==> config.mk <==
export PLATFORM = sky130hd
export DESIGN_NAME = bulls_cows_top
export DESIGN_NICKNAME = d
export VERILOG_FILES = /design/src/logic/bulls_pkg.sv /design/src/logic/button_conditioner.sv /design/src/logic/secret_generator.sv /design/src/logic/bulls_cows_scorer.sv /design/src/logic/game_controller.sv /design/src/logic/display_mux.sv /design/src/logic/bulls_cows_top.sv
export SDC_FILE = /design/constraint.sdc
export NUM_CORES = 1
export LEC_CHECK = 0
export ABC_AREA = 1
export BUFFER_PORTS_ARGS = -buffer_cell sky130_fd_sc_hd__buf_2
export CAP_MARGIN = 10
export CORE_MARGIN = 8
export CORE_UTILIZATION = 52
export CTS_CLUSTER_DIAMETER = 30
export DETAILED_ROUTE_END_ITERATION = 16
export GPL_ROUTABILITY_DRIVEN = 0
export PLACE_DENSITY = 0.69
export SLEW_MARGIN = 20
export SYNTH_ARGS = -nofsm -noshare
export SYNTH_HDL_FRONTEND = slang
export SYNTH_SLANG_ARGS = --single-unit
==> constraint.sdc <==
create_clock -name clk -period 8.1 [get_ports clk]
set_input_delay 0.81 -clock clk [delete_from_list [all_inputs] [get_ports clk]]
set_output_delay 0.81 -clock clk [all_outputs]
set_load 0.02 [all_outputs]
==> src/logic/bulls_pkg.sv <==
`default_nettype none

package bulls_pkg;

    localparam int DIGITS       = 4;
    localparam int DIGIT_W      = 4;
    localparam int SEG_W        = 7;
    localparam int DEBOUNCE_LEN = 4;
    localparam int SCAN_W       = 6;  // Top two bits pick the lit digit

    localparam logic [15:0] LFSR_SEED = 16'b1011_1101_1010_0101;

    typedef logic [DIGIT_W-1:0] digit_t;
    typedef digit_t [DIGITS-1:0] code_t;  // Slot 0 in the low nibble
    typedef logic [SEG_W-1:0] seg_t;      // Active low, a in bit 6

    localparam digit_t MAX_DIGIT = 4'd9;

    typedef struct packed {
        logic [2:0] bulls;
        logic [2:0] cows;
    } score_t;

    typedef struct packed {
        logic start;
        logic enter;
    } buttons_t;

    typedef enum logic [2:0] {
        title,
        guess_entry,
        check,
        decision,
        new_round
    } game_state_e;

    // Entry 15 first
    localparam seg_t [15:0] SEG_DIGIT = {
        7'b0111000, 7'b0110000, 7'b1000010, 7'b0110001,  // F E D C
        7'b1100000, 7'b0001000, 7'b0000100, 7'b0000000,  // B A 9 8
        7'b0001111, 7'b0100000, 7'b0100100, 7'b1001100,  // 7 6 5 4
        7'b0000110, 7'b0010010, 7'b1001111, 7'b0000001   // 3 2 1 0
    };

    localparam seg_t SEG_A     = 7'b0001000;
    localparam seg_t SEG_B     = 7'b1100000;
    localparam seg_t SEG_BLANK = 7'b1111111;
    localparam seg_t SEG_DASH  = 7'b1111110;  // Middle bar only

endpackage

`default_nettype wire

==> src/logic/button_conditioner.sv <==
`timescale 1ns/1ns
`default_nettype none

module button_conditioner import bulls_pkg::*; (
    input  logic clk,
    input  logic opreset,
    input  logic button,
    output logic pulse
);

    logic [DEBOUNCE_LEN-1:0] samples;
    logic                    level;
    logic                    level_d;

    assign level = &samples;  // Pressed once every stage saw it high

    always_ff @(posedge clk or posedge opreset) begin
        if (opreset) begin
            samples <= '0;
            level_d <= 1'b0;
            pulse   <= 1'b0;
        end else begin
            samples <= {samples[DEBOUNCE_LEN-2:0], button};
            level_d <= level;
            pulse   <= level & ~level_d;  // Rising edge only
        end
    end

endmodule

`default_nettype wire

==> src/logic/secret_generator.sv <==
`timescale 1ns/1ns
`default_nettype none

module secret_generator import bulls_pkg::*; (
    input  logic  clk,
    input  logic  opreset,
    output code_t candidate
);

    logic [15:0] lfsr;

    // Every nibble a decimal digit and no digit repeated
    function automatic logic is_legal(input code_t c);
        logic ok;
        ok = 1'b1;
        for (int i = 0; i < DIGITS; i++) begin
            if (c[i] > MAX_DIGIT)
                ok = 1'b0;
            for (int j = i + 1; j < DIGITS; j++) begin
                if (c[i] == c[j])
                    ok = 1'b0;
            end
        end
        return ok;
    endfunction

    always_ff @(posedge clk or posedge opreset) begin
        if (opreset) begin
            lfsr      <= LFSR_SEED;
            candidate <= code_t'(16'h0123);
        end else begin
            lfsr <= {lfsr[14:4],
                     lfsr[3] ^ lfsr[15],
                     lfsr[2] ^ lfsr[15],
                     lfsr[1] ^ lfsr[15],
                     lfsr[0],
                     lfsr[15]};
            if (is_legal(code_t'(lfsr)))
                candidate <= code_t'(lfsr);  // else keep last good code
        end
    end

endmodule

`default_nettype wire

==> src/logic/bulls_cows_scorer.sv <==
`timescale 1ns/1ns
`default_nettype none

module bulls_cows_scorer import bulls_pkg::*; (
    input  code_t  secret,
    input  code_t  guess,
    output score_t score
);

    always_comb begin
        logic [DIGITS-1:0] bull;
        logic [DIGITS-1:0] present;
        score = '0;
        for (int i = 0; i < DIGITS; i++) begin
            bull[i]    = (guess[i] == secret[i]);
            present[i] = 1'b0;
            for (int j = 0; j < DIGITS; j++) begin
                if (guess[i] == secret[j])
                    present[i] = 1'b1;
            end
            if (bull[i])
                score.bulls = score.bulls + 3'd1;
            else if (present[i])
                score.cows = score.cows + 3'd1;  // Secret digits are distinct
        end
    end

endmodule

`default_nettype wire

==> src/logic/game_controller.sv <==
`timescale 1ns/1ns
`default_nettype none

module game_controller import bulls_pkg::*; (
    input  logic        clk,
    input  logic        opreset,
    input  buttons_t    btn,
    input  digit_t      sw,
    input  code_t       candidate,
    input  score_t      score,
    output game_state_e state,
    output code_t       secret,
    output code_t       guess,
    output logic [1:0]  entered,
    output score_t      score_q,
    output logic [15:0] led
);

    logic perfect;

    assign perfect = (score_q.bulls == 3'(DIGITS));

    // Secret hidden on the title screen
    assign led = (state == title) ? 16'h0000 : secret;

    always_ff @(posedge clk or posedge opreset) begin
        if (opreset) begin
            state   <= title;
            entered <= 2'd0;
        end else begin
            case (state)
                title: begin
                    if (btn.start) begin
                        state   <= guess_entry;
                        entered <= 2'd0;
                    end
                end
                guess_entry: begin
                    if (btn.enter) begin
                        entered <= entered + 2'd1;  // Wraps to 0 after the last digit
                        if (entered == 2'(DIGITS - 1))
                            state <= check;
                    end
                end
                check: state <= decision;
                decision: begin
                    if (perfect) begin
                        if (btn.enter || btn.start)
                            state <= title;
                    end else if (btn.enter) begin
                        state <= new_round;
                    end
                end
                new_round: begin
                    state   <= guess_entry;
                    entered <= 2'd0;
                end
                default: state <= title;
            endcase
        end
    end

    // Payload registers
    always_ff @(posedge clk) begin
        case (state)
            title: begin
                if (btn.start) begin
                    secret <= candidate;
                    guess  <= '0;
                end
            end
            guess_entry: begin
                if (btn.enter)
                    guess[entered] <= sw;
            end
            check:     score_q <= score;
            new_round: guess   <= '0;
            default: ;
        endcase
    end

endmodule

`default_nettype wire

==> src/logic/display_mux.sv <==
`timescale 1ns/1ns
`default_nettype none

module display_mux import bulls_pkg::*; (
    input  logic        clk,
    input  logic        opreset,
    input  game_state_e state,
    input  code_t       guess,
    input  logic [1:0]  entered,
    input  score_t      score_q,
    input  digit_t      sw,
    output logic [3:0]  anode,
    output seg_t        cathode
);

    logic [SCAN_W-1:0] scan;
    logic [1:0]        sel;
    logic [2:0]        pos;
    digit_t            shown;

    always_ff @(posedge clk or posedge opreset) begin
        if (opreset)
            scan <= '0;
        else
            scan <= scan + SCAN_W'(1);
    end

    assign sel   = scan[SCAN_W-1 -: 2];
    assign anode = ~(4'b1000 >> sel);  // Digit 0 is leftmost

    // Latest entry lands on digit 2, older ones slide left
    assign pos = {1'b0, sel} + {1'b0, entered};
    always_comb begin
        shown = '0;
        if (pos >= 3'd3)
            shown = guess[2'(pos - 3'd3)];
    end

    always_comb begin
        case (state)
            title: begin
                case (sel)
                    2'd0:    cathode = SEG_DIGIT[1];
                    2'd1:    cathode = SEG_A;
                    2'd2:    cathode = SEG_DIGIT[2];
                    default: cathode = SEG_B;
                endcase
            end
            guess_entry: begin
                if (sel == 2'd3)
                    cathode = SEG_DIGIT[sw];  // Live switches
                else
                    cathode = SEG_DIGIT[shown];
            end
            decision: begin
                case (sel)
                    2'd0:    cathode = SEG_DIGIT[digit_t'(score_q.bulls)];
                    2'd1:    cathode = SEG_A;
                    2'd2:    cathode = SEG_DIGIT[digit_t'(score_q.cows)];
                    default: cathode = SEG_B;
                endcase
            end
            check, new_round: cathode = SEG_DASH;
            default:          cathode = SEG_BLANK;
        endcase
    end

endmodule

`default_nettype wire

==> src/logic/bulls_cows_top.sv <==
`timescale 1ns/1ns
`default_nettype none

module bulls_cows_top import bulls_pkg::*; (
    input  logic        clk,
    input  logic        opreset,
    input  logic        enterb,
    input  logic        startb,
    input  digit_t      sw,
    output logic [3:0]  anode,
    output seg_t        cathode,
    output logic [15:0] led
);

    buttons_t    btn;
    code_t       candidate;
    code_t       secret;
    code_t       guess;
    score_t      score;
    score_t      score_q;
    game_state_e state;
    logic [1:0]  entered;

    button_conditioner enter_cond_i (
        .clk     (clk),
        .opreset (opreset),
        .button  (enterb),
        .pulse   (btn.enter)
    );

    button_conditioner start_cond_i (
        .clk     (clk),
        .opreset (opreset),
        .button  (startb),
        .pulse   (btn.start)
    );

    secret_generator secret_gen_i (
        .clk       (clk),
        .opreset   (opreset),
        .candidate (candidate)
    );

    game_controller game_ctrl_i (
        .clk       (clk),
        .opreset   (opreset),
        .btn       (btn),
        .sw        (sw),
        .candidate (candidate),
        .score     (score),
        .state     (state),
        .secret    (secret),
        .guess     (guess),
        .entered   (entered),
        .score_q   (score_q),
        .led       (led)
    );

    bulls_cows_scorer scorer_i (
        .secret (secret),
        .guess  (guess),
        .score  (score)
    );

    display_mux display_i (
        .clk     (clk),
        .opreset (opreset),
        .state   (state),
        .guess   (guess),
        .entered (entered),
        .score_q (score_q),
        .sw      (sw),
        .anode   (anode),
        .cathode (cathode)
    );

endmodule

`default_nettype wire

# After elaboration in Yosys (flattened, before gate mapping)
# Memory sizes are Yosys's and may differ from the RTL's. A register that Yosys moved wholly into a read port is not among the register bits.
# Index checks and enable logic that the tools add are counted.
# W data, S select, Z words.
[totals]
inputBits = 8
elab_cells = 174
reg_bits = 93
out_inout_bits = 27
rom_bits = 336
mem_count = 4
[classes]
order_cmp = 12
reduce_logical = 11
shift = 1
n_eq_ne = 36
n_addsub = 10
muxes = 68
bitwise = 8
[mem_list]
columns = ["memory", "words", "width", "rd", "rd_ports_with_merged_regs", "write_ports", "line_no", "text"]
rows = [
  ["(no name shown)", 16, 7, 1, 0, 0, "display_mux.sv:51", "cathode = SEG_DIGIT[sw];"],
  ["(no name shown)", 16, 7, 1, 0, 0, "display_mux.sv:53", "cathode = SEG_DIGIT[shown];"],
  ["(no name shown)", 8, 7, 1, 1, 0, "display_mux.sv:57", "2'd0: cathode = SEG_DIGIT[digit_t'(score_q.bulls)];"],
  ["(no name shown)", 8, 7, 1, 1, 0, "display_mux.sv:59", "2'd2: cathode = SEG_DIGIT[digit_t'(score_q.cows)];"],
]
[op_table]
columns = ["cell", "n"]
rows = [
  ["$eq A4 B4 Y1", 22],
  ["$mux W3", 18],
  ["$mux W16", 3],
  ["$pmux W16 S3", 1],
  ["$pmux W7 S3", 2],
  ["$mux W7", 5],
  ["$mux W1", 28],
  ["$pmux W7 S4", 1],
  ["$bwmux W16", 1],
  ["$gt A4 B4 Y1 const B", 4],
  ["$add A3 B1 Y3 const B", 5],
  ["$pmux W3 S5", 1],
  ["$mux W4", 3],
  ["$lt A3 B5 Y1 const B", 2],
  ["$lt A4 B5 Y1 const B", 2],
  ["$bmux W4 S2", 1],
  ["$demux W4 S2", 1],
  ["$reduce_and A4 Y1", 2],
  ["$add A6 B1 Y6 const B", 1],
  ["$eq A2 B2 Y1 const B", 3],
  ["$eq A3 B2 Y1 const B", 2],
  ["$eq A3 B3 Y1 const B", 2],
  ["$lt A2 B3 Y1 const B", 2],
  ["$ne A2 B2 Y1 const B", 3],
  ["25 further kinds", 31],
]

# Logic depth before layout (Yosys ltp)
[logic_depth]
word_depth = 17
mapped_depth = 24
depth_no_buf = 23

# By module
# From an unflattened synthesis, not the netlist that was laid out.
[unflattened]
hier_cells = 922
hier_area_um2 = 6831.6
[modules_own_cells]
columns = ["mod", "area_per_inst_um2", "seq_area_each_um2", "n_inst", "cells_each"]
rows = [
  ["game_controller", 1955.6, 1266.2, 1, 181],
  ["display_mux", 1679.1, 150.1, 1, 269],
  ["secret_generator", 1571.5, 818.3, 1, 204],
  ["bulls_cows_scorer", 1275.0, 0.0, 1, 246],
  ["button_conditioner", 175.2, 150.1, 2, 11],
]

# Least setup slack after synthesis
# OpenSTA, ideal clock, no wires.
[synth_timing]
path_type = "flip-flop to output port"
startpoint = "register display_i.scan[4]"
endpoint = "output port cathode[4]"
t_arrival_ns = 2.966
required_ns = 7.290
path_buffers = 0
path_stages_with_launch = 12
slack_ns = 4.324
cell_sequence = "dfrtp_1 > ha_1 > fa_1 > ha_1 > o21ai_0 > a21oi_1 > nor3_1 > inv_1 > ha_1 > o21ai_0 > a21oi_1 > o21ai_0"
[synth_between]
elab_chain_cells = 9
word_cells_on_any_way = 16
classes_between = "2 x add/sub; 1 x order compare; 3 x eq/ne; 8 x mux; 1 x reduce/logical; 1 x memory"
[synth_lines]
columns = ["element", "line_no", "text"]
rows = [
  ["start, declared", "display_mux.sv:16", "logic [SCAN_W-1:0] scan;"],
  ["start signal, assigned", "display_mux.sv:25", "scan <= scan + SCAN_W'(1);"],
  ["$add A2 B2 Y3", "display_mux.sv:32", "assign pos = {1'b0, sel} + {1'b0, entered};"],
  ["$sub A2 B2 Y2", "display_mux.sv:36", "shown = guess[2'(pos - 3'd3)];"],
  ["$bmux W4 S2", "display_mux.sv:36", ""],
  ["$mux W4 (not written as such)", "display_mux.sv:36", ""],
  ["$mux W4", "display_mux.sv:35", "if (pos >= 3'd3)"],
  ["$mem_v2 Z16 W7", "--", ""],
  ["$mux W7 (not written as such)", "display_mux.sv:53", ""],
  ["$mux W7", "display_mux.sv:50", "if (sel == 2'd3)"],
  ["$pmux W7 S4 (*)", "display_mux.sv:40", "case (state)"],
  ["end, declared", "bulls_cows_top.sv:11", "output seg_t cathode,"],
]
# Mark *: on every way between the ends. The rest lies on a longest branch, timed or not. The select of a mux whose other input is x is not followed.

# Final worst setup path
[layout_timing]
startpoint = "register display_i.scan[4]"
endpoint = "output port cathode[5]"
# Same word-level chain as after synthesis.

==> qor.csv <==
stage,metric,value,unit
timing,max_slew.worst_pin.slew,906,ps
setup_path,reg2reg_from,game_ctrl_i.guess[2],
timing,tns,0,ps
clocking,cts_root_buf,clkbuf_16,
synth,synth-main-ff-cell,dfrtp_1,
timing,fin_crit_sh,0.560,
power_and_ir_drop,p_leak,0.00356,uW
power_and_ir_drop,p_total,2520,uW
floorplan,io_pins,35,
clocking,clk_pin_slew_worst_paths,70,ps
drt,drcViolationCount,0,
run,cap_violations,0,
global_routing,grt_util_all_layers,0.196,
finish,postLayoutCellArea,0.00728,mm2
clocking,post_cts_buffers,0,
drt,wl_per_cell,15.3,um
clocking,hold_buffers,0,
setup_path,crit_end,cathode[5],
timing,fmax,220,MHz
setup_path,worstSetupPathType,flop to primary output,
clocking,ctsLongestPathBuffers,2,
setup_path,arrival,3730,ps
drt,antenna_left,0,
clocking,htree_levels,3,
floorplan,start_util,0.533,
global_routing,first_global_vias,5348,
drt,viasPerCell,5.33,
setup_path,crit_path_start_kind,flop,
finish,fillers,1192,
timing,relSlewSlack,0.393,
floorplan,die_y,130,um
placed_design,io_buffers,34,
setup_path,cp.required,7290,ps
drt,routed_wl,15700,um
placed_design,hpwl,11900,um
finish,final_core_util,0.575,
synth,syn-num-nets,881,
power_and_ir_drop,ir_worst_vdd,0.000129,V
synth,ys_ff_latch,107,
global_routing,gr-total-overflow,0,
setup_path,crit_start,display_i.scan[4],
status,status,"complete, no violations",
placed_design,placed_area,0.00701,mm2
setup_path,r2r_slack,4520,ps
timing,hold_viol_final,0,
finish,area_growth,7.76,%
setup_path,cp_max_fo,7,
timing,fin_crit,4540,ps
setup_path,critPathMaxStageDelay,450,ps
floorplan,die_x,130,um
finish,layout_commonest_cell,nand2_1,
finish,layout_common_cells,"186 x nand2_1, 101 x inv_1, 89 x nor2_1",
global_routing,antenna_found_initial,0,
floorplan,row_count,41,
setup_path,worst_setup_path_end_kind,primary output,
synth,synth_edf_count,38,
setup_path,crit_slowest_cell,fa_1,
timing,finClkSkew,11.9,ps
synth,seq_area_frac_synth,0.417,
timing,drv_slew,0,
global_routing,grt_max_degree,56,
clocking,cts-buffers-inserted,9,
drt,vias,5461,
finish,antennaDiodeCount,0,
setup_path,crit_chain,ha_1 > fa_1 > ha_1 > o21ai_0 > a21oi_1 > nor3_1 > inv_1 > ha_1 > o21ai_0 > a21oi_1 > o21ai_0 > nand3_1 > nand3_1 > buf_2,
clocking,cts_num_sinks,107,
worst_hold_path,hold_class,flop to flop,
setup_path,rr_worst_depth,21,
floorplan,core,0.0127,mm2
clocking,clock_latency,360,ps
synth,synth_cell_types,50,
floorplan,die_area,0.0169,mm2
synth,netlist_area,0.00676,mm2
finish,nets,898,
synth,syn_avg_cell_area,8.14,um2
clocking,post_cts_resized,0,
drt,dr.pass1.iters,5,
timing,setup_viol,0,
global_routing,grt_pass1_wl,26100,um
synth,synth_cells,830,
power_and_ir_drop,power.density,346,mW/mm2
finish,layout-drive-gt1-share,0.129,
synth,async_reset_ff_frac,0.514,
synth,ys_warn_count,0,
timing,rsz0062_at_grt,false,
drt,drtIter0Drc,394,
clocking,cts_tree,done,
[worst min-delay path by stage]
stage,from,endpoint,cells after the start
6_report,start_cond_i.samples[0],start_cond_i.samples[1],0
4_1_cts,enter_cond_i.samples[1],enter_cond_i.samples[2],0
3_3_place_gp,start_cond_i.samples[2],start_cond_i.samples[3],0
3_5_place_dp,enter_cond_i.samples[0],enter_cond_i.samples[1],0
5_1_grt,enter_cond_i.samples[1],enter_cond_i.samples[2],0
2_1_floorplan,secret_gen_i.lfsr[15],secret_gen_i.lfsr[0],0
[where the power goes]
| part | switching, uW | internal [uW] | leakage (uW) | total [uW] |
|---|---|---|---|---|
| clock | 190 | 219 | 0.000135 | 409 |
| sequential | 123 | 695 | 0.00118 | 819 |
| combinational | 861 | 430 | 0.00225 | 1290 |
| total | 1170 | 1340 | 0.00356 | 2520 |
[cells in the mapped netlist (2+ instances only)]
cell      count  share of area
a21oi_1      39          0.029
a221o_1       3         0.0044
a22o_1        3         0.0039
buf_1         3         0.0017
buf_2        13         0.0096
buf_6         2         0.0033
clkbuf_1      8         0.0044
clkbuf_2      4         0.0030
dfrtp_1      41           0.15
dfstp_2      14          0.054
dfxtp_1      14          0.041
edfxtp_1     38           0.17
ha_1         42          0.078
inv_1       102          0.057
inv_2         6         0.0033
nand2_1     186           0.10
nand2_2       8         0.0074
nand2_4       2         0.0033
nand3_1      41          0.030
nand3_2       2         0.0030
nand4_1      12          0.011
nor2_1       89          0.049
nor2_2        3         0.0028
nor3_1        5         0.0037
nor3_2        2         0.0030
nor4_1        6         0.0056
o211ai_1      9          0.010
o21ai_0      29          0.021
o21ai_1       2         0.0015
o21ai_2      14          0.018
o22ai_1       5         0.0046
or2_2         5         0.0046
xnor2_1      23          0.030
xor2_1       39          0.051
[logic make-up (layout without fill, tap and decap cells)]
kind of cell               Yosys count  in the layout  synth area share
DFF                                107            107             0.417
AOI/OAI and AO/OA                  112            112             0.104
buffers and inverters              139            161            0.0826
adders and majority gates           43             43            0.0807
xor gates and xnor gates            62             62            0.0804
and+or+nand+nor                    365            365             0.232
muxes                                2              2           0.00370
[worst max-delay path, delay by kind of cell, from the launching register on]
family	cells	cell delay [ps]
compound gates	5	700
fa+ha+maj	4	1280
buf+inv	2	370
flops	1	430
simple gates	3	600
[final cells by class]
class                   count  area, um2  area share
flip-flops and latches    107       2820       0.387
clock inverters             3       21.3     0.00292
repair buffers             36        185      0.0254
inverters                 109        410      0.0564
multi-input cells         584       3380       0.465
clock buffers              13        250      0.0344
well taps                 172        215      0.0296
[layer usage]
layer,share of wire,vias up,global-route usage
met3,0.058,49,0.0404
met5,0,-,0
met1,0.44,2531,0.241
met4,0.036,0,0.0963
li1,-,2695,-
met2,0.46,186,0.323
[per-stage QoR]
step	instances	setup slack, ps	hold WS, ps
6_report	1024	3560	378
5_1_grt	1024	3300	391
4_1_cts	1024	3600	383
3_5_place_dp	1008	4010	366
3_3_place_gp	1008	4170	359
2_1_floorplan	830	4320	352
Power figures use the tool's default switching activity.
